[src/host_chan_pkg.sv]
// ==========================================================
// Host memory read channel types
// ==========================================================
package host_chan_pkg;

    // One cache line of payload moves as a single 64 bit word
    localparam int LINE_BITS = 64;

    // Host addresses count whole cache lines, not bytes
    localparam int LINE_ADDR_BITS = 32;

    // The tag travels with a read and comes back with its response
    // It carries nothing but a scoreboard slot index, which caps the
    // scoreboard at 256 slots
    localparam int TAG_BITS = 8;

    // Payload of one line as it comes back from host memory
    typedef logic [LINE_BITS-1:0] line_t;

    // Line address in host memory
    // The ring base plus a ring index gives the address of a slot
    typedef logic [LINE_ADDR_BITS-1:0] line_addr_t;

    // Request tag, returned unchanged with the response
    typedef logic [TAG_BITS-1:0] tag_t;

endpackage

[src/ring_buf_pkg.sv]
// ==========================================================
// Ring buffer geometry
// ==========================================================
package ring_buf_pkg;

    // The ring holds 64 lines
    // Indices wrap from the last slot to the first on their own, so the
    // number of slots has to stay a power of two
    localparam int RING_IDX_BITS = 6;

    // Number of line slots in the ring
    localparam int RING_SIZE = 1 << RING_IDX_BITS;

    // Index of a line slot in the ring
    // The host side and the reader both count in this type, and
    // a difference of two indices is the number of lines between them
    typedef logic [RING_IDX_BITS-1:0] ring_idx_t;

endpackage

[src/host_chan_if.sv]
`timescale 1ns/1ps

interface host_chan_if;
    import host_chan_pkg::*;

    // ==========================================================
    // Read request side
    // ==========================================================

    // Request level, held until the grant consumes it
    logic       rd_req;

    // Line address of the requested ring slot
    line_addr_t rd_addr;

    // Scoreboard slot that will receive the response
    tag_t       rd_tag;

    // Grant from the channel arbiter, only ever high together with rd_req
    logic       rd_grant;

    // ==========================================================
    // Read response side
    // ==========================================================

    // One cycle strobe per response with no back-pressure
    // Responses may come back in any order
    logic       rsp_valid;
    tag_t       rsp_tag;
    line_t      rsp_data;

    // The ring reader issues requests and sinks responses
    modport reader (
        output rd_req, rd_addr, rd_tag,
        input  rd_grant, rsp_valid, rsp_tag, rsp_data
    );

    // Host memory side, the mirror of the reader
    modport host (
        input  rd_req, rd_addr, rd_tag,
        output rd_grant, rsp_valid, rsp_tag, rsp_data
    );

endinterface

[src/out_fifo2.sv]
`timescale 1ns/1ps

module out_fifo2
(
    input  logic                 clk,
    input  logic                 reset_n,
    input  host_chan_pkg::line_t enq_data,
    input  logic                 enq_en,
    output logic                 not_full,
    output host_chan_pkg::line_t first,
    input  logic                 deq_en,
    output logic                 not_empty
);
    import host_chan_pkg::*;

    // The head entry always holds the oldest line and drives first directly
    // The tail entry only fills when the head is already occupied
    line_t head_data;
    line_t tail_data;
    logic  head_valid;
    logic  tail_valid;

    // Qualified enqueue and dequeue
    logic  enq_ok;
    logic  deq_ok;

    assign enq_ok = enq_en && !tail_valid;
    assign deq_ok = deq_en && head_valid;

    // All outputs come straight from registers
    assign not_full  = !tail_valid;
    assign not_empty = head_valid;
    assign first     = head_data;

    // Payload moves between the entries without reset
    always_ff @(posedge clk)
    begin
        if (deq_ok)
        begin
            // The tail moves up if present, otherwise a new line goes straight to the head
            head_data <= tail_valid ? tail_data : enq_data;
        end
        else if (enq_ok && !head_valid)
        begin
            head_data <= enq_data;
        end

        // The tail only takes a line when the head stays occupied
        if (enq_ok && head_valid && !deq_ok)
        begin
            tail_data <= enq_data;
        end
    end

    // Valid bits follow the same moves
    always_ff @(posedge clk)
    begin
        if (!reset_n)
        begin
            head_valid <= 1'b0;
            tail_valid <= 1'b0;
        end
        else
        begin
            head_valid <= deq_ok ? (tail_valid || enq_ok) : (head_valid || enq_ok);
            tail_valid <= deq_ok ? 1'b0 : (tail_valid || (enq_ok && head_valid));
        end
    end

endmodule

[src/reorder_scoreboard.sv]
`timescale 1ns/1ps

module reorder_scoreboard
#(
    parameter int N_SLOTS = 8
)
(
    input  logic                 clk,
    input  logic                 reset_n,

    // Slot allocation, one slot per granted request
    input  logic                 alloc_en,
    output logic                 not_full,
    output host_chan_pkg::tag_t  alloc_tag,

    // Out of order fill from the response channel
    input  logic                 fill_en,
    input  host_chan_pkg::tag_t  fill_tag,
    input  host_chan_pkg::line_t fill_data,

    // In order release of finished lines
    input  logic                 deq_en,
    output logic                 not_empty,
    output host_chan_pkg::line_t first
);
    import host_chan_pkg::*;

    localparam int SLOT_BITS = $clog2(N_SLOTS);

    // Index of one scoreboard slot
    typedef logic [SLOT_BITS-1:0] slot_idx_t;

    // Occupancy needs one more bit so that a full scoreboard can be told
    // apart from an empty one
    typedef logic [SLOT_BITS:0] count_t;

    // ==========================================================
    // Storage
    // ==========================================================

    // Line data, written whenever a response arrives
    line_t              data_mem [N_SLOTS];

    // One bit per slot, set when its response has arrived
    logic [N_SLOTS-1:0] filled;

    // Next slot to hand out and oldest slot still allocated
    slot_idx_t          alloc_ptr;
    slot_idx_t          head_ptr;

    // Number of allocated slots
    count_t             count;

    // Only the low bits of the tag select a slot
    slot_idx_t          fill_slot;

    assign fill_slot = slot_idx_t'(fill_tag);

    // ==========================================================
    // Status and outputs
    // ==========================================================

    assign not_full  = (count != count_t'(N_SLOTS));
    assign alloc_tag = tag_t'(alloc_ptr);

    // The head is released only once it is allocated and its data is in
    // Since filled is a register, the head shows up one cycle after the fill
    assign not_empty = (count != '0) && filled[head_ptr];
    assign first     = data_mem[head_ptr];

    always_ff @(posedge clk)
    begin
        if (fill_en)
        begin
            data_mem[fill_slot] <= fill_data;
        end
    end

    // Pointers, count and filled bits
    always_ff @(posedge clk)
    begin
        if (!reset_n)
        begin
            alloc_ptr <= '0;
            head_ptr  <= '0;
            count     <= '0;
            filled    <= '0;
        end
        else
        begin
            // Pointers wrap on their own since N_SLOTS is a power of two
            if (alloc_en)
            begin
                alloc_ptr <= alloc_ptr + 1'b1;
            end

            if (deq_en)
            begin
                head_ptr <= head_ptr + 1'b1;
                filled[head_ptr] <= 1'b0;
            end

            // A fill never targets the head being released, because a slot gets one response
            if (fill_en)
            begin
                filled[fill_slot] <= 1'b1;
            end

            case ({alloc_en, deq_en})
                2'b10:   count <= count + 1'b1;
                2'b01:   count <= count - 1'b1;
                default: count <= count;
            endcase
        end
    end

endmodule

[src/ring_reader.sv]
`timescale 1ns/1ps

module ring_reader
#(
    parameter int N_SLOTS = 8
)
(
    input  logic                      clk,
    input  logic                      reset_n,

    host_chan_if.reader               chan,

    // Ring geometry and producer position from the host
    input  host_chan_pkg::line_addr_t base_addr,
    input  ring_buf_pkg::ring_idx_t   newest_idx,
    output ring_buf_pkg::ring_idx_t   oldest_idx,

    // Line stream toward the client
    output host_chan_pkg::line_t      rx_data,
    output logic                      rx_rdy,
    input  logic                      rx_enable
);
    import host_chan_pkg::*;
    import ring_buf_pkg::*;

    // Index of the next ring slot to request
    ring_idx_t next_req_idx;

    // Request level and its consumption by a grant
    logic      req_lvl;
    logic      req_fire;

    // Scoreboard handshake
    logic      sb_not_full;
    tag_t      sb_alloc_tag;
    logic      sb_not_empty;
    line_t     sb_first;

    // Output FIFO handshake
    logic      fifo_not_full;
    logic      fifo_enq_en;

    // ==========================================================
    // Read request generation
    // ==========================================================

    // Ask for a line while the host has written past our pointer
    // and a scoreboard slot is free to receive it
    assign req_lvl  = (next_req_idx != newest_idx) && sb_not_full;
    assign req_fire = req_lvl && chan.rd_grant;

    assign chan.rd_req  = req_lvl;

    // Adding the index to the base keeps the ring free of any alignment need
    assign chan.rd_addr = base_addr + line_addr_t'(next_req_idx);
    assign chan.rd_tag  = sb_alloc_tag;

    // A granted request moves on to the next slot
    always_ff @(posedge clk)
    begin
        if (!reset_n)
        begin
            next_req_idx <= '0;
        end
        else if (req_fire)
        begin
            next_req_idx <= next_req_idx + 1'b1;
        end
    end

    // ==========================================================
    // Reordering and output buffering
    // ==========================================================

    // Responses land in their tagged slot and leave in request order
    reorder_scoreboard #(
        .N_SLOTS   (N_SLOTS)
    ) scoreboard (
        .clk       (clk),
        .reset_n   (reset_n),
        .alloc_en  (req_fire),
        .not_full  (sb_not_full),
        .alloc_tag (sb_alloc_tag),
        .fill_en   (chan.rsp_valid),
        .fill_tag  (chan.rsp_tag),
        .fill_data (chan.rsp_data),
        .deq_en    (fifo_enq_en),
        .not_empty (sb_not_empty),
        .first     (sb_first)
    );

    // Move the head line whenever the FIFO has room
    assign fifo_enq_en = sb_not_empty && fifo_not_full;

    // The registered FIFO keeps the client path away from the scoreboard
    out_fifo2 out_q (
        .clk       (clk),
        .reset_n   (reset_n),
        .enq_data  (sb_first),
        .enq_en    (fifo_enq_en),
        .not_full  (fifo_not_full),
        .first     (rx_data),
        .deq_en    (rx_enable),
        .not_empty (rx_rdy)
    );

    // The oldest pointer counts lines as they leave the scoreboard
    // Once a line is in the FIFO, its ring slot may be overwritten
    always_ff @(posedge clk)
    begin
        if (!reset_n)
        begin
            oldest_idx <= '0;
        end
        else if (fifo_enq_en)
        begin
            oldest_idx <= oldest_idx + 1'b1;
        end
    end

endmodule

[src/ring_reader_top.sv]
`timescale 1ns/1ps

module ring_reader_top
#(
    parameter int N_SLOTS = 8
)
(
    input  logic                      clk,
    input  logic                      reset_n,

    // Ring buffer position
    input  host_chan_pkg::line_addr_t base_addr,
    input  ring_buf_pkg::ring_idx_t   newest_idx,
    output ring_buf_pkg::ring_idx_t   oldest_idx,

    // Host read channel, request side
    output logic                      rd_req,
    output host_chan_pkg::line_addr_t rd_addr,
    output host_chan_pkg::tag_t       rd_tag,
    input  logic                      rd_grant,

    // Host read channel, response side
    input  logic                      rsp_valid,
    input  host_chan_pkg::tag_t       rsp_tag,
    input  host_chan_pkg::line_t      rsp_data,

    // Client stream
    output host_chan_pkg::line_t      rx_data,
    output logic                      rx_rdy,
    input  logic                      rx_enable
);

    // ==========================================================
    // Channel bundle
    // ==========================================================

    // The top plays the host end of the channel and maps it to plain ports
    host_chan_if chan ();

    assign rd_req         = chan.rd_req;
    assign rd_addr        = chan.rd_addr;
    assign rd_tag         = chan.rd_tag;
    assign chan.rd_grant  = rd_grant;
    assign chan.rsp_valid = rsp_valid;
    assign chan.rsp_tag   = rsp_tag;
    assign chan.rsp_data  = rsp_data;

    // Ring reader with its scoreboard and output FIFO
    ring_reader #(
        .N_SLOTS    (N_SLOTS)
    ) reader (
        .clk        (clk),
        .reset_n    (reset_n),
        .chan       (chan.reader),
        .base_addr  (base_addr),
        .newest_idx (newest_idx),
        .oldest_idx (oldest_idx),
        .rx_data    (rx_data),
        .rx_rdy     (rx_rdy),
        .rx_enable  (rx_enable)
    );

endmodule

[config.mk]
export PLATFORM = sky130hd
export DESIGN_NAME = ring_reader_top
export DESIGN_NICKNAME = d
export VERILOG_FILES = /design/src/host_chan_pkg.sv /design/src/ring_buf_pkg.sv /design/src/host_chan_if.sv /design/src/out_fifo2.sv /design/src/reorder_scoreboard.sv /design/src/ring_reader.sv /design/src/ring_reader_top.sv
export SDC_FILE = /design/constraint.sdc
export NUM_CORES = 1
export LEC_CHECK = 0
export BUFFER_PORTS_ARGS = -buffer_cell sky130_fd_sc_hd__buf_4
export CAP_MARGIN = 20
export CORE_MARGIN = 1
export CORE_UTILIZATION = 41
export CTS_BUF_LIST = sky130_fd_sc_hd__clkbuf_2 sky130_fd_sc_hd__clkbuf_4 sky130_fd_sc_hd__clkbuf_8
export DETAILED_ROUTE_END_ITERATION = 10
export GPL_TIMING_DRIVEN = 0
export PLACE_DENSITY_LB_ADDON = 0.25
export SYNTH_ARGS = -nofsm -noshare
export SYNTH_HDL_FRONTEND = slang
export SYNTH_SLANG_ARGS = --single-unit
[constraint.sdc]
create_clock -name clk -period 17 [get_ports clk]
set_input_delay 0.85 -clock clk [delete_from_list [all_inputs] [get_ports clk]]
set_output_delay 0.85 -clock clk [all_outputs]
set_load 0.005 [all_outputs]
==> report_table.html, run 1 <==
<table>
<tr><th>Metric</th><th>Value</th></tr>
<tr><th colspan="2">Global routing</th></tr>
<tr><td>Largest net degree at the start of global routing</td><td>41</td></tr>
<tr><td>Wire length of the first global-routing pass</td><td>85,500 um</td></tr>
<tr><td>Met3 Use GR</td><td>0.04437</td></tr>
<tr><td>Global routing's busiest layer</td><td>met2</td></tr>
<tr><td>GRT met1 Usage</td><td>0.2306</td></tr>
<tr><td>Initial antenna violation count</td><td>7</td></tr>
<tr><td>Number of global-route vias before repair</td><td>14,210</td></tr>
<tr><td>Met2 routing resource usage after global routing</td><td>0.2832</td></tr>
<tr><td>Gr ovfl total</td><td>0</td></tr>
<tr><td>Total routing usage reported by global routing</td><td>0.1738</td></tr>
<tr><th colspan="2">Clocking</th></tr>
<tr><td>Maximum level of the CTS H-tree</td><td>3</td></tr>
<tr><td>Root buffer cell</td><td>sky130_fd_sc_hd__clkbuf_8</td></tr>
<tr><td>Number of clock sinks seen by CTS</td><td>675</td></tr>
<tr><td>Max Buffers Root-to-Sink</td><td>3</td></tr>
<tr><td>Number of gates resized after cts</td><td>0</td></tr>
<tr><td>Quantity of hold-fixing buffers added after cts</td><td>0</td></tr>
<tr><td>Post-CTS repair timing setup buffer count</td><td>0</td></tr>
<tr><td>Num CTS Buffers</td><td>108</td></tr>
<tr><td>Clock tree from TritonCTS</td><td>done</td></tr>
<tr><td>Clock latency on the worst-skew pair</td><td>690 ps</td></tr>
<tr><td>Clock slew seen by the registers of the worst setup and hold paths</td><td>60 ps</td></tr>
<tr><th colspan="2">Setup path</th></tr>
<tr><td>Length in cells of the worst reg-to-reg path</td><td>13</td></tr>
<tr><td>CP Data Required Time</td><td>16,150 ps</td></tr>
<tr><td>Critical path launch point type</td><td>register</td></tr>
<tr><td>Endpoint type of the worst setup path</td><td>output pin</td></tr>
<tr><td>R2R Setup Slk</td><td>13,480 ps</td></tr>
<tr><td>Endpoint arrival time on the critical path</td><td>3130 ps</td></tr>
<tr><td>Source of the worst register-to-register timing path</td><td>reader.scoreboard.head_ptr[0]$_SDFFE_PN0N_</td></tr>
<tr><td>Crit Path Class</td><td>register to output pin</td></tr>
<tr><td>Worst Path Max Fanout</td><td>7</td></tr>
<tr><td>Worst flop-to-flop path endpoint</td><td>reader.scoreboard.count[3]$_SDFFE_PN0P_</td></tr>
<tr><th colspan="2">Routing</th></tr>
<tr><td>Number of iterations in the first detailed-routing pass</td><td>5</td></tr>
<tr><td>Total wire length</td><td>56,430 um</td></tr>
<tr><td>Vias after detailed routing</td><td>13,150</td></tr>
<tr><td>Number of antenna-violating nets in the routed design</td><td>0</td></tr>
<tr><td>Number of DRC violations after detailed routing</td><td>0</td></tr>
<tr><td>Drt wl/cell</td><td>22.01 um</td></tr>
<tr><td>Via/cell ratio</td><td>5.128</td></tr>
<tr><td>Number of violations reported at the end of detailed-routing iteration 0</td><td>795</td></tr>
<tr><th colspan="2">Pwr</th></tr>
<tr><td>Power after layout</td><td>0.003385 W</td></tr>
<tr><td>Leakage power total</td><td>10.59 nW</td></tr>
<tr><td>VDD IR max</td><td>0.05741 mV</td></tr>
<tr><td>Power density over the cells</td><td>106.0 nW/um^2</td></tr>
<tr><th colspan="2">Logic synthesis</th></tr>
<tr><td>Number of distinct library cell variants in the gate-level netlist after synthesis</td><td>49</td></tr>
<tr><td>Gate Count Post-Synth</td><td>1,261</td></tr>
<tr><td>Fraction of registers with async set/reset</td><td>0</td></tr>
<tr><td>Average cell area after synthesis</td><td>20.91 um^2</td></tr>
<tr><td>Primary FF master, synth</td><td>sky130_fd_sc_hd__edfxtp_1</td></tr>
<tr><td>Cell types with the largest area share after synthesis</td><td>sky130_fd_sc_hd__edfxtp_1 (73%), sky130_fd_sc_hd__mux4_2 (11%), sky130_fd_sc_hd__mux2_2 (5.5%)</td></tr>
<tr><td>Total of warnings raised by yosys</td><td>0</td></tr>
<tr><td>Seq/Total Area, Yosys</td><td>0.7555</td></tr>
<tr><td>Total of flip-flops plus latches after synthesis</td><td>675</td></tr>
<tr><td>Area of the mapped netlist</td><td>26,360 um^2</td></tr>
<tr><td>Post-synthesis cell type with the largest combined area</td><td>sky130_fd_sc_hd__edfxtp_1</td></tr>
<tr><td>Portion of synthesized cell area occupied by the leading cell type</td><td>0.7290</td></tr>
<tr><td>Number of enable flip-flop cells after synthesis</td><td>640</td></tr>
<tr><th colspan="2">Min path</th></tr>
<tr><td>Worst Hold Path Cells</td><td>1</td></tr>
<tr><td>Hold Path Class</td><td>input port to register</td></tr>
<tr><td>Hold path endpoint</td><td>reader.scoreboard.data_mem[2][30]$_DFFE_PP_</td></tr>
<tr><td>Start point of the worst hold path</td><td>rsp_data[30]</td></tr>
<tr><th colspan="2">Floorplanning</th></tr>
<tr><td>DIE AREA</td><td>65,320 um^2</td></tr>
<tr><td>Top-level port count</td><td>227</td></tr>
<tr><td>Area of the placeable core</td><td>63,310 um^2</td></tr>
<tr><td>Chip Height</td><td>255.6 um</td></tr>
<tr><td>Effective utilization at floorplan</td><td>0.4164</td></tr>
<tr><td># rows</td><td>92</td></tr>
<tr><td>Width of the die</td><td>255.6 um</td></tr>
<tr><th colspan="2">Layout</th></tr>
<tr><td>Most used cells in the layout excluding fill and tap cells</td><td>sky130_fd_sc_hd__edfxtp_1 (640), sky130_fd_sc_hd__buf_4 (221), sky130_fd_sc_hd__mux4_2 (128), sky130_fd_sc_hd__mux2_2 (128), sky130_fd_sc_hd__clkbuf_8 (112)</td></tr>
<tr><td>Net count reported at finish</td><td>1,759</td></tr>
<tr><td>Commonest non-fill, non-tap cell in the layout</td><td>sky130_fd_sc_hd__edfxtp_1</td></tr>
<tr><td>Share of post-route cells with drive strength above 1</td><td>0.4219</td></tr>
<tr><td>Area growth, synth to finish</td><td>21.12%</td></tr>
<tr><th colspan="2">Timing</th></tr>
<tr><td>Sum of negative setup slack</td><td>0 ps</td></tr>
<tr><td>Number of hold violations in the final report</td><td>0</td></tr>
<tr><td>Slew margin rel.</td><td>0.3252</td></tr>
<tr><td>Pin slew with the least headroom to its limit</td><td>1009 ps</td></tr>
<tr><td>Pins Over Slew Limit</td><td>0</td></tr>
<tr><td>Clock period minus final worst setup slack</td><td>3976 ps</td></tr>
<tr><td>Share of the cycle needed by the critical path after routing</td><td>0.2339</td></tr>
<tr><td>Max Clk Rate</td><td>251.5 MHz</td></tr>
<tr><td>Finish-stage setup viols</td><td>0</td></tr>
<tr><td>Maximum clock skew at final layout</td><td>31.13 ps</td></tr>
<tr><td>Unrepaired setup endpoints after global routing</td><td>false</td></tr>
<tr><th colspan="2">Place</th></tr>
<tr><td>Sum of net half-perimeters after detailed placement</td><td>36,100 um</td></tr>
<tr><td>Routability-driven placement congestion ratio</td><td>0.7595</td></tr>
<tr><td>Number of port buffers</td><td>216</td></tr>
<tr><th colspan="2">Run status</th></tr>
<tr><td>Result of the run</td><td>completed</td></tr>
<tr><th colspan="2">Job</th></tr>
<tr><td>Max Cap Viol</td><td>0</td></tr>
</table>
-- synthesized netlist by cell type (7+ instances only) --
master,instances
sky130_fd_sc_hd__nor3_1,15
sky130_fd_sc_hd__xnor2_1,22
sky130_fd_sc_hd__nand3_1,14
sky130_fd_sc_hd__mux2_2,128
sky130_fd_sc_hd__inv_1,14
sky130_fd_sc_hd__mux4_2,128
sky130_fd_sc_hd__dfxtp_1,35
sky130_fd_sc_hd__buf_1,12
sky130_fd_sc_hd__nand2b_1,10
sky130_fd_sc_hd__buf_6,14
sky130_fd_sc_hd__a21boi_0,8
sky130_fd_sc_hd__edfxtp_1,640
sky130_fd_sc_hd__and2_1,8
sky130_fd_sc_hd__nor2_1,20
sky130_fd_sc_hd__xor2_1,20
sky130_fd_sc_hd__o21ai_0,19
sky130_fd_sc_hd__mux2i_1,7
sky130_fd_sc_hd__ha_1,13
sky130_fd_sc_hd__nand2_1,34
sky130_fd_sc_hd__clkbuf_1,19
sky130_fd_sc_hd__a21oi_1,13
-- sequential cells by signal, indices dropped and copies added, names as in the netlist, named ones only --
| signal | cells |
|---|---|
| reader.next_req_idx | 6 |
| reader.out_q.first | 64 |
| reader.scoreboard.count | 4 |
| reader.scoreboard.head_ptr | 3 |
| reader.out_q.not_empty | 1 |
| reader.oldest_idx | 6 |
| reader.scoreboard.alloc_ptr | 3 |
| reader.scoreboard.filled | 8 |
| reader.scoreboard.data_mem | 512 |
| reader.out_q.tail_data | 64 |
| reader.out_q.tail_valid | 1 |
-- layout make-up --
cell class / instances / area, um^2
antenna: 2 / 5.005
clock buffer: 153 / 1849
buffer: 55 / 336.6
multi-input combinational: 521 / 6142
sequential: 675 / 19920
fill: 5164 / 31380
timing repair buffer: 254 / 2313
clock inverter: 44 / 256.5
inverter: 14 / 52.55
tap: 846 / 1059
-- cells by family (layout without fill, tap and decap cells) --
family,count (synthesis),count (layout),share of synthesized area
muxes,263,263,0.1667
xor gates and xnor gates,42,42,0.01395
and+or+nand+nor,135,135,0.02681
adders and majority gates,15,15,0.007689
other,1,7,0.0001422
buffers and inverters,69,520,0.01476
AOI/OAI and AO/OA,61,61,0.01443
DFF,675,675,0.7555
-- worst max-delay path by stage --
stage                                                   endpoint  slack (ps)                                        from  depth (start not counted)
final                                                rd_addr[26]       13020         reader.next_req_idx[0]$_SDFFE_PN0P_                          9
after floorplan                  reader.out_q.first[0]$_DFFE_PP_       10780  reader.scoreboard.head_ptr[0]$_SDFFE_PN0N_                          6
after global routing                                 rd_addr[26]       12780         reader.next_req_idx[0]$_SDFFE_PN0P_                          9
after CTS                                            rd_addr[26]       12950         reader.next_req_idx[0]$_SDFFE_PN0P_                          9
after global placement    reader.scoreboard.filled[0]$_SDFF_PN0_        5610                                  rsp_tag[0]                          5
after detailed placement                             rd_addr[26]       13230                                base_addr[0]                         10
-- metrics by stage --
stage	hold slack [ps]	utilization	area, um^2	setup WS [ps]	std cells
finish	389.3	0.5044	31930	13020	2564
global route	349.4	0.5043	31930	12780	2563
CTS	324.0	0.5043	31930	12950	2562
detailed placement	494.9	0.4710	29820	13230	2365
global placement	480.7	0.4590	29060	5610	2327
floorplan	472.4	-	26380	10780	1265
-- report_power, final --
group | switching, W | internal, W | total, W | leakage, nW
clock network | 0.000620 | 0.000729 | 0.00135 | 1.12
logic | 0.0000764 | 0.0000782 | 0.000155 | 3.38
registers | 0.0000128 | 0.00187 | 0.00188 | 6.09
total | 0.000710 | 0.00268 | 0.00338 | 10.6
-- layer usage --
metal  part of all wire  routed length [um]
met1               0.44               24650
met5            0.00092                  52
met3              0.058                3266
met4              0.015                 871
met2               0.49               27590
-- worst max-delay path, stage by stage (launching register included) --
cell,delay (ps)
sky130_fd_sc_hd__dfxtp_1,450
sky130_fd_sc_hd__ha_1,240
sky130_fd_sc_hd__inv_1,70
sky130_fd_sc_hd__fa_1,400
sky130_fd_sc_hd__nor2b_1,170
sky130_fd_sc_hd__o31a_1,210
sky130_fd_sc_hd__o21ai_1,240
sky130_fd_sc_hd__and4b_1,330
sky130_fd_sc_hd__xor2_1,190
sky130_fd_sc_hd__buf_4,140
Note: power is estimated with default switching activity, not from simulation.
==> run 2, diff against run 1 <==
==> constraint.sdc (replaced) <==
create_clock -name clk -period 3.95 [get_ports clk]
set_input_delay 0.1975 -clock clk [delete_from_list [all_inputs] [get_ports clk]]
set_output_delay 0.1975 -clock clk [all_outputs]
set_load 0.005 [all_outputs]
==> run 2 against run 1 <==
Sequential cell count stayed put. Sequential share of layout area is 1.1 points lower. Critical path depth is 4 higher. Critical endpoint is now reader.scoreboard.count[3]$_SDFFE_PN0P_. Largest cell class unchanged.
==> report_table.html, run 2 (same netlist as run 1, synthesis figures left out) <==
<table>
<tr><th>Metric</th><th>Value</th></tr>
<tr><th colspan="2">Timing</th></tr>
<tr><td>Maximum clock skew at final layout</td><td>46.36 ps</td></tr>
<tr><td>Post-route setup slack</td><td>520.0 ps</td></tr>
<tr><td>Pin slew with the least headroom to its limit</td><td>1126 ps</td></tr>
<tr><td>Finish-stage setup viols</td><td>0</td></tr>
<tr><td>Clock period minus final worst setup slack</td><td>3430 ps</td></tr>
<tr><td>Unrepaired setup endpoints after global routing</td><td>false</td></tr>
<tr><td>Share of the cycle needed by the critical path after routing</td><td>0.8684</td></tr>
<tr><td>Slew margin rel.</td><td>0.2472</td></tr>
<tr><td>Pins Over Slew Limit</td><td>0</td></tr>
<tr><td>Minimum hold slack</td><td>141.5 ps</td></tr>
<tr><td>Max Clk Rate</td><td>291.5 MHz</td></tr>
<tr><td>Number of hold violations in the final report</td><td>0</td></tr>
<tr><th colspan="2">Floorplanning</th></tr>
<tr><td>Width of the die</td><td>255.6 um</td></tr>
<tr><td>Effective utilization at floorplan</td><td>0.4164</td></tr>
<tr><td># rows</td><td>92</td></tr>
<tr><td>Top-level port count</td><td>227</td></tr>
<tr><td>Area of the placeable core</td><td>63,310 um^2</td></tr>
<tr><td>Chip Height</td><td>255.6 um</td></tr>
<tr><td>DIE AREA</td><td>65,320 um^2</td></tr>
<tr><th colspan="2">Global routing</th></tr>
<tr><td>Global routing's busiest layer</td><td>met2</td></tr>
<tr><td>Met3 Use GR</td><td>0.03605</td></tr>
<tr><td>GRT met1 Usage</td><td>0.2313</td></tr>
<tr><td>Largest net degree at the start of global routing</td><td>36</td></tr>
<tr><td>Number of global-route vias before repair</td><td>14,280</td></tr>
<tr><td>Met2 routing resource usage after global routing</td><td>0.2887</td></tr>
<tr><td>Gr ovfl total</td><td>0</td></tr>
<tr><td>Initial antenna violation count</td><td>5</td></tr>
<tr><td>Wire length of the first global-routing pass</td><td>85,910 um</td></tr>
<tr><td>Total routing usage reported by global routing</td><td>0.1740</td></tr>
<tr><th colspan="2">Place</th></tr>
<tr><td>Sum of net half-perimeters after detailed placement</td><td>34,400 um</td></tr>
<tr><td>Number of port buffers</td><td>216</td></tr>
<tr><td>Routability-driven placement congestion ratio</td><td>0.7627</td></tr>
<tr><td>Post-placement setup slack</td><td>603.8 ps</td></tr>
<tr><th colspan="2">Clocking</th></tr>
<tr><td>Post-CTS repair timing setup buffer count</td><td>0</td></tr>
<tr><td>Root buffer cell</td><td>sky130_fd_sc_hd__clkbuf_8</td></tr>
<tr><td>Number of gates resized after cts</td><td>0</td></tr>
<tr><td>Clock slew seen by the registers of the worst setup and hold paths</td><td>60 ps</td></tr>
<tr><td>Clock latency on the worst-skew pair</td><td>700 ps</td></tr>
<tr><td>Max Buffers Root-to-Sink</td><td>3</td></tr>
<tr><td>Clock tree from TritonCTS</td><td>done</td></tr>
<tr><td>Quantity of hold-fixing buffers added after cts</td><td>70</td></tr>
<tr><td>Number of clock sinks seen by CTS</td><td>675</td></tr>
<tr><td>Maximum level of the CTS H-tree</td><td>3</td></tr>
<tr><td>Num CTS Buffers</td><td>107</td></tr>
<tr><th colspan="2">Pwr</th></tr>
<tr><td>Switching share of total power</td><td>0.2106</td></tr>
<tr><td>Proportion of power drawn by combinational gates</td><td>0.050</td></tr>
<tr><td>Switching power summed over all nets</td><td>0.003060 W</td></tr>
<tr><td>Proportion of power drawn by flip-flops and latches</td><td>0.557</td></tr>
<tr><td>Leakage power total</td><td>10.82 nW</td></tr>
<tr><td>VDD IR max</td><td>0.2789 mV</td></tr>
<tr><td>Cell internal power dissipation</td><td>0.01147 W</td></tr>
<tr><td>Power density over the cells</td><td>446.7 nW/um^2</td></tr>
<tr><td>Power after layout</td><td>0.01453 W</td></tr>
<tr><td>Power share of the clock group</td><td>0.393</td></tr>
<tr><th colspan="2">Setup path</th></tr>
<tr><td>CP Data Required Time</td><td>4570 ps</td></tr>
<tr><td>Endpoint type of the worst setup path</td><td>register</td></tr>
<tr><td>R2R Setup Slk</td><td>520 ps</td></tr>
<tr><td>Endpoint arrival time on the critical path</td><td>4050 ps</td></tr>
<tr><td>Crit Path Class</td><td>register to register</td></tr>
<tr><td>Worst Path Max Fanout</td><td>10</td></tr>
<tr><td>Critical path launch point type</td><td>register</td></tr>
<tr><th colspan="2">Layout</th></tr>
<tr><td>Net count reported at finish</td><td>1,820</td></tr>
<tr><td>Register with the most flip-flops</td><td>reader.scoreboard.data_mem</td></tr>
<tr><td>Share of post-route cells with drive strength above 1</td><td>0.4011</td></tr>
<tr><td>Max reg flops</td><td>512</td></tr>
<tr><td>Final core utilization</td><td>0.5139</td></tr>
<tr><td>Commonest non-fill, non-tap cell in the layout</td><td>sky130_fd_sc_hd__edfxtp_1</td></tr>
<tr><td>Most used cells in the layout excluding fill and tap cells</td><td>sky130_fd_sc_hd__edfxtp_1 (640), sky130_fd_sc_hd__buf_4 (221), sky130_fd_sc_hd__mux4_2 (128), sky130_fd_sc_hd__mux2_2 (128), sky130_fd_sc_hd__clkbuf_8 (114)</td></tr>
<tr><td>Area growth, synth to finish</td><td>23.40%</td></tr>
<tr><th colspan="2">Routing</th></tr>
<tr><td>Number of violations reported at the end of detailed-routing iteration 0</td><td>879</td></tr>
<tr><td>Total wire length</td><td>56,230 um</td></tr>
<tr><td>Number of iterations in the first detailed-routing pass</td><td>5</td></tr>
<tr><td>Number of antenna-violating nets in the routed design</td><td>0</td></tr>
<tr><td>Vias after detailed routing</td><td>13,280</td></tr>
<tr><td>Via/cell ratio</td><td>5.062</td></tr>
<tr><td>Number of DRC violations after detailed routing</td><td>0</td></tr>
<tr><td>Drt wl/cell</td><td>21.44 um</td></tr>
<tr><th colspan="2">Min path</th></tr>
<tr><td>Hold Path Class</td><td>input port to register</td></tr>
<tr><th colspan="2">Run status</th></tr>
<tr><td>Result of the run</td><td>completed</td></tr>
<tr><th colspan="2">Job</th></tr>
<tr><td>Max Cap Viol</td><td>0</td></tr>
</table>
## run 2: changes by cell type in the layout (fill, tap and decap cells not counted), moves of 2 or more
cell	delta
sky130_fd_sc_hd__dlygate4sd3_1	+70
sky130_fd_sc_hd__buf_6	-13
sky130_fd_sc_hd__clkbuf_4	-6
sky130_fd_sc_hd__buf_12	+5
sky130_fd_sc_hd__buf_16	-3
sky130_fd_sc_hd__buf_8	+3
sky130_fd_sc_hd__clkbuf_8	+2
sky130_fd_sc_hd__nor3_2	-2
sky130_fd_sc_hd__nor3_4	+2
## run 2: layer usage
metal,part of all wire,up-vias
li1,-,6012
met1,0.43,6827
met2,0.50,354
met3,0.051,79
met4,0.017,6
met5,0.00062,-
## run 2: cell type report
cell class	instances	area, um^2
diodes	2	5.005
plain buffers	55	336.6
repair buffers	316	2930
clock inverters	45	244.0
multi-input cells	521	6155
flip-flops and latches	675	19920
clock buffers	149	1832
fillers	5108	30780
well taps	846	1059
inverters	14	52.55
## run 2: power by group through the flow
| stage | Combinational [W] | Sequential [W] | Clock, W |
|---|---|---|---|
| after floorplan | 0.000310 | 0.00824 | 0 |
| after global placement | 0.000609 | 0.00826 | 0 |
| after detailed placement | 0.000669 | 0.00824 | 0 |
| after CTS | 0.000737 | 0.00810 | 0.00587 |
| after global routing | 0.000787 | 0.00811 | 0.00618 |
| final | 0.000723 | 0.00809 | 0.00572 |
## run 2: worst paths after layout
kind | start | to | depth (start not counted)
worst max-delay path | reader.scoreboard.head_ptr[0]$_SDFFE_PN0N_ | reader.scoreboard.count[3]$_SDFFE_PN0P_ | 13
worst min-delay path | newest_idx[3] | reader.next_req_idx[4]$_SDFFE_PN0P_ | 6
worst max register to register | reader.scoreboard.head_ptr[0]$_SDFFE_PN0N_ | reader.scoreboard.count[3]$_SDFFE_PN0P_ | 13
worst min register to register | reader.oldest_idx[4]$_SDFFE_PN0N_ | reader.oldest_idx[4]$_SDFFE_PN0N_ | 2
## run 2: metrics by stage
stage,cells,area [um^2],TNS [ps]
after detailed placement,2357,29750,0
after CTS,2621,32530,0
after global routing,2623,32530,0
after floorplan,1265,26390,0
final,2623,32530,0
after global placement,2327,29070,-1607150
## run 2: critical path, stage by stage, from the launching register on
cell                       delay (ps)
sky130_fd_sc_hd__dfxtp_1          460
sky130_fd_sc_hd__buf_2            270
sky130_fd_sc_hd__mux2i_1          210
sky130_fd_sc_hd__o22ai_1           80
sky130_fd_sc_hd__o21ai_1          430
sky130_fd_sc_hd__inv_1            240
sky130_fd_sc_hd__buf_2            260
sky130_fd_sc_hd__ha_1             240
sky130_fd_sc_hd__ha_1             280
sky130_fd_sc_hd__a21o_1           180
sky130_fd_sc_hd__a21oi_1          160
sky130_fd_sc_hd__xnor2_1           90
sky130_fd_sc_hd__or3_1            300
sky130_fd_sc_hd__a21boi_0         160
==> run 3, diff against run 2 <==
--- a/config.mk
+++ b/config.mk
@@ -9,7 +9,7 @@
 export CAP_MARGIN = 20
 export CORE_MARGIN = 1
 export CORE_UTILIZATION = 41
-export CTS_BUF_LIST = sky130_fd_sc_hd__clkbuf_2 sky130_fd_sc_hd__clkbuf_4 sky130_fd_sc_hd__clkbuf_8
+export CTS_BUF_LIST = sky130_fd_sc_hd__clkbuf_4 sky130_fd_sc_hd__clkbuf_8 sky130_fd_sc_hd__clkbuf_16
 export DETAILED_ROUTE_END_ITERATION = 10
 export GPL_TIMING_DRIVEN = 0
 export PLACE_DENSITY_LB_ADDON = 0.25
==> run 3 against run 2 <==
Global-route usage is 0.057 points lower. Critical endpoint unchanged. Worst hold slack got worse by 86 ps. Clock skew fell by 26 ps. Die area stayed put. Largest cell class unchanged. Highest routed layer unchanged. Sequential power about the same.
==> report_table.html, run 3 (same netlist as run 1, synthesis figures left out) <==
<table>
<tr><th>Metric</th><th>Value</th></tr>
<tr><th colspan="2">Layout</th></tr>
<tr><td>Register with the most flip-flops</td><td>reader.scoreboard.data_mem</td></tr>
<tr><td>Area growth, synth to finish</td><td>24.53%</td></tr>
<tr><td>Most used cells in the layout excluding fill and tap cells</td><td>sky130_fd_sc_hd__edfxtp_1 (640), sky130_fd_sc_hd__buf_4 (221), sky130_fd_sc_hd__mux4_2 (128), sky130_fd_sc_hd__mux2_2 (128), sky130_fd_sc_hd__clkbuf_16 (76)</td></tr>
<tr><td>Max reg flops</td><td>512</td></tr>
<tr><td>Post-route insts no fill</td><td>2,555</td></tr>
<tr><td>Share of post-route cells with drive strength above 1</td><td>0.3837</td></tr>
<tr><td>Number of fillers in the final layout</td><td>5,073</td></tr>
<tr><td>Net count reported at finish</td><td>1,784</td></tr>
<tr><td>Area of the multi-input gates</td><td>6155 um^2</td></tr>
<tr><td>Flip-flop and latch area</td><td>19,920 um^2</td></tr>
<tr><td>Commonest non-fill, non-tap cell in the layout</td><td>sky130_fd_sc_hd__edfxtp_1</td></tr>
<tr><th colspan="2">Timing</th></tr>
<tr><td>Maximum clock skew at final layout</td><td>20.24 ps</td></tr>
<tr><td>Pins Over Slew Limit</td><td>0</td></tr>
<tr><td>Finish-stage setup viols</td><td>0</td></tr>
<tr><td>Share of the cycle needed by the critical path after routing</td><td>0.8670</td></tr>
<tr><td>Pin slew with the least headroom to its limit</td><td>984.6 ps</td></tr>
<tr><td>Number of hold violations in the final report</td><td>0</td></tr>
<tr><td>Slew margin rel.</td><td>0.3436</td></tr>
<tr><td>Unrepaired setup endpoints after global routing</td><td>false</td></tr>
<tr><td>Post-route setup slack</td><td>525.3 ps</td></tr>
<tr><td>Max Clk Rate</td><td>292.0 MHz</td></tr>
<tr><td>Sum of negative setup slack</td><td>0 ps</td></tr>
<tr><td>Clock period minus final worst setup slack</td><td>3425 ps</td></tr>
<tr><th colspan="2">Run status</th></tr>
<tr><td>Result of the run</td><td>completed</td></tr>
<tr><th colspan="2">Setup path</th></tr>
<tr><td>Critical path launch point type</td><td>register</td></tr>
<tr><td>CP Data Required Time</td><td>4470 ps</td></tr>
<tr><td>R2R Setup Slk</td><td>530 ps</td></tr>
<tr><td>Worst Path Max Fanout</td><td>10</td></tr>
<tr><td>Crit Path Class</td><td>register to register</td></tr>
<tr><td>Source of the worst register-to-register timing path</td><td>reader.scoreboard.head_ptr[0]$_SDFFE_PN0N_</td></tr>
<tr><td>Endpoint type of the worst setup path</td><td>register</td></tr>
<tr><td>Worst flop-to-flop path endpoint</td><td>reader.scoreboard.count[3]$_SDFFE_PN0P_</td></tr>
<tr><td>Length in cells of the worst reg-to-reg path</td><td>13</td></tr>
<tr><td>Endpoint arrival time on the critical path</td><td>3940 ps</td></tr>
<tr><th colspan="2">Min path</th></tr>
<tr><td>Hold Path Class</td><td>input port to register</td></tr>
<tr><td>Hold path endpoint</td><td>reader.scoreboard.data_mem[1][1]$_DFFE_PP_</td></tr>
<tr><td>Worst Hold Path Cells</td><td>2</td></tr>
<tr><td>Start point of the worst hold path</td><td>rsp_tag[2]</td></tr>
<tr><th colspan="2">Routing</th></tr>
<tr><td>Met1 Routed Length</td><td>24,570 um</td></tr>
<tr><td>Total wire length</td><td>55,960 um</td></tr>
<tr><td>Highest routed layer</td><td>met5</td></tr>
<tr><td>Number of violations reported at the end of detailed-routing iteration 0</td><td>940</td></tr>
<tr><td>Number of iterations in the first detailed-routing pass</td><td>5</td></tr>
<tr><td>Number of DRC violations after detailed routing</td><td>0</td></tr>
<tr><td>Detail Route met2 WL</td><td>28,060 um</td></tr>
<tr><td>Drt wl/cell</td><td>21.90 um</td></tr>
<tr><td>Vias after detailed routing</td><td>13,160</td></tr>
<tr><td>Via/cell ratio</td><td>5.149</td></tr>
<tr><td>Met3 wire length</td><td>2441 um</td></tr>
<tr><td>Number of antenna-violating nets in the routed design</td><td>0</td></tr>
<tr><th colspan="2">Floorplanning</th></tr>
<tr><td>Chip Height</td><td>255.6 um</td></tr>
<tr><td>Width of the die</td><td>255.6 um</td></tr>
<tr><td>Area of the placeable core</td><td>63,310 um^2</td></tr>
<tr><td>Effective utilization at floorplan</td><td>0.4164</td></tr>
<tr><td>Top-level port count</td><td>227</td></tr>
<tr><td>DIE AREA</td><td>65,320 um^2</td></tr>
<tr><td># rows</td><td>92</td></tr>
<tr><th colspan="2">Place</th></tr>
<tr><td>Number of port buffers</td><td>216</td></tr>
<tr><td>Post-placement setup slack</td><td>603.8 ps</td></tr>
<tr><td>Sum of net half-perimeters after detailed placement</td><td>34,400 um</td></tr>
<tr><td>Routability-driven placement congestion ratio</td><td>0.7627</td></tr>
<tr><td>Post-placement cell count</td><td>2,357</td></tr>
<tr><th colspan="2">Global routing</th></tr>
<tr><td>Initial antenna violation count</td><td>5</td></tr>
<tr><td>Total routing usage reported by global routing</td><td>0.1735</td></tr>
<tr><td>Wire length of the first global-routing pass</td><td>85,650 um</td></tr>
<tr><td>Largest net degree at the start of global routing</td><td>36</td></tr>
<tr><td>Gr ovfl total</td><td>0</td></tr>
<tr><td>Number of global-route vias before repair</td><td>14,040</td></tr>
<tr><th colspan="2">Clocking</th></tr>
<tr><td>Maximum level of the CTS H-tree</td><td>3</td></tr>
<tr><td>Max Buffers Root-to-Sink</td><td>3</td></tr>
<tr><td>Clock slew seen by the registers of the worst setup and hold paths</td><td>60 ps</td></tr>
<tr><td>Num CTS Buffers</td><td>71</td></tr>
<tr><td>Clock latency on the worst-skew pair</td><td>600 ps</td></tr>
<tr><td>Root buffer cell</td><td>sky130_fd_sc_hd__clkbuf_16</td></tr>
<tr><td>Clock tree from TritonCTS</td><td>done</td></tr>
<tr><td>Number of gates resized after cts</td><td>0</td></tr>
<tr><td>Number of clock sinks seen by CTS</td><td>675</td></tr>
<tr><td>Post-CTS repair timing setup buffer count</td><td>0</td></tr>
<tr><th colspan="2">Pwr</th></tr>
<tr><td>VDD IR max</td><td>0.2953 mV</td></tr>
<tr><td>Leakage power total</td><td>10.89 nW</td></tr>
<tr><td>Power density over the cells</td><td>472.4 nW/um^2</td></tr>
<tr><th colspan="2">Job</th></tr>
<tr><td>Max Cap Viol</td><td>0</td></tr>
</table>
[run 3: cell count changes in the layout (fill, tap and decap cells not counted)]
cell                            before  now
sky130_fd_sc_hd__clkbuf_8          114    1
sky130_fd_sc_hd__clkbuf_16           0   76
sky130_fd_sc_hd__clkbuf_4           35   17
sky130_fd_sc_hd__clkinv_1           23   13
sky130_fd_sc_hd__clkinv_2           16    6
sky130_fd_sc_hd__bufinv_16           1    6
sky130_fd_sc_hd__inv_6               0    2
sky130_fd_sc_hd__buf_8               6    7
sky130_fd_sc_hd__clkinv_4            1    2
sky130_fd_sc_hd__clkinvlp_4          3    2
sky130_fd_sc_hd__dlygate4sd3_1      70   69
[run 3: power breakdown]
group	switching (W)	leakage [nW]	total, W	internal, W
Combinational	0.000346	3.63	0.000723	0.000378
Clock	0.00266	1.18	0.00670	0.00404
Sequential	0.0000550	6.09	0.00809	0.00804
[run 3: final cells by class]
cell class / instances / share of cell area
Sequential cell: 675 / 0.6067
Multi-Input combinational cell: 521 / 0.1875
Timing Repair Buffer: 316 / 0.08941
Clock buffer: 94 / 0.06224
Tap cell: 846 / 0.03224
Buffer: 55 / 0.01025
Clock inverter: 32 / 0.009909
Inverter: 14 / 0.001601
Antenna cell: 2 / 0.0001524
[run 3: per-stage QoR]
| step | util | cell area (um^2) | hold slack (ps) | total power, W |
|---|---|---|---|---|
| floorplan | - | 26390 | 296.4 | 0.008549 |
| global placement | 0.4592 | 29070 | 427.9 | 0.008865 |
| detailed placement | 0.4699 | 29750 | 433.1 | 0.008912 |
| CTS | 0.5182 | 32810 | 24.62 | 0.01567 |
| global route | 0.5186 | 32830 | 45.15 | 0.01601 |
| finish | 0.5186 | 32830 | 55.44 | 0.01551 |
[run 3: metal layers]
layer / vias up / track usage
met4: 6 / 0.04940
met3: 64 / 0.03209
met1: 6865 / 0.2339
met2: 291 / 0.2883
li1: 5929 / -
met5: - / 0
[run 3: timing repair]
item	in CTS	in global routing
endpoints found under the hold margin	519	0
hold buffers	69	0
endpoints found under the setup margin	0	0
[run 3: worst max-delay path, stage by stage (launching register included)]
cell                       delay, ps
sky130_fd_sc_hd__dfxtp_1         450
sky130_fd_sc_hd__buf_2           270
sky130_fd_sc_hd__mux2i_1         220
sky130_fd_sc_hd__o22ai_1          80
sky130_fd_sc_hd__o21ai_1         430
sky130_fd_sc_hd__inv_1           230
sky130_fd_sc_hd__buf_2           250
sky130_fd_sc_hd__ha_1            230
sky130_fd_sc_hd__ha_1            280
sky130_fd_sc_hd__a21o_1          180
sky130_fd_sc_hd__a21oi_1         160
sky130_fd_sc_hd__xnor2_1          90
sky130_fd_sc_hd__or3_1           300
sky130_fd_sc_hd__a21boi_0        160
[run 3: worst max-delay path by stage]
stage                                                from                                      end  slack, ps  cells past startpoint
3_3_place_gp                                   rsp_tag[0]   reader.scoreboard.filled[7]$_SDFF_PN0_      -3280                      4
4_1_cts        reader.scoreboard.head_ptr[0]$_SDFFE_PN0N_  reader.scoreboard.count[3]$_SDFFE_PN0P_        540                     13
6_report       reader.scoreboard.head_ptr[0]$_SDFFE_PN0N_  reader.scoreboard.count[3]$_SDFFE_PN0P_        530                     13
2_1_floorplan                                  rsp_tag[0]   reader.scoreboard.filled[6]$_SDFF_PN0_        310                      4
5_1_grt        reader.scoreboard.head_ptr[0]$_SDFFE_PN0N_  reader.scoreboard.count[3]$_SDFFE_PN0P_        220                     13
3_5_place_dp   reader.scoreboard.head_ptr[0]$_SDFFE_PN0N_  reader.scoreboard.count[3]$_SDFFE_PN0P_        600                     13
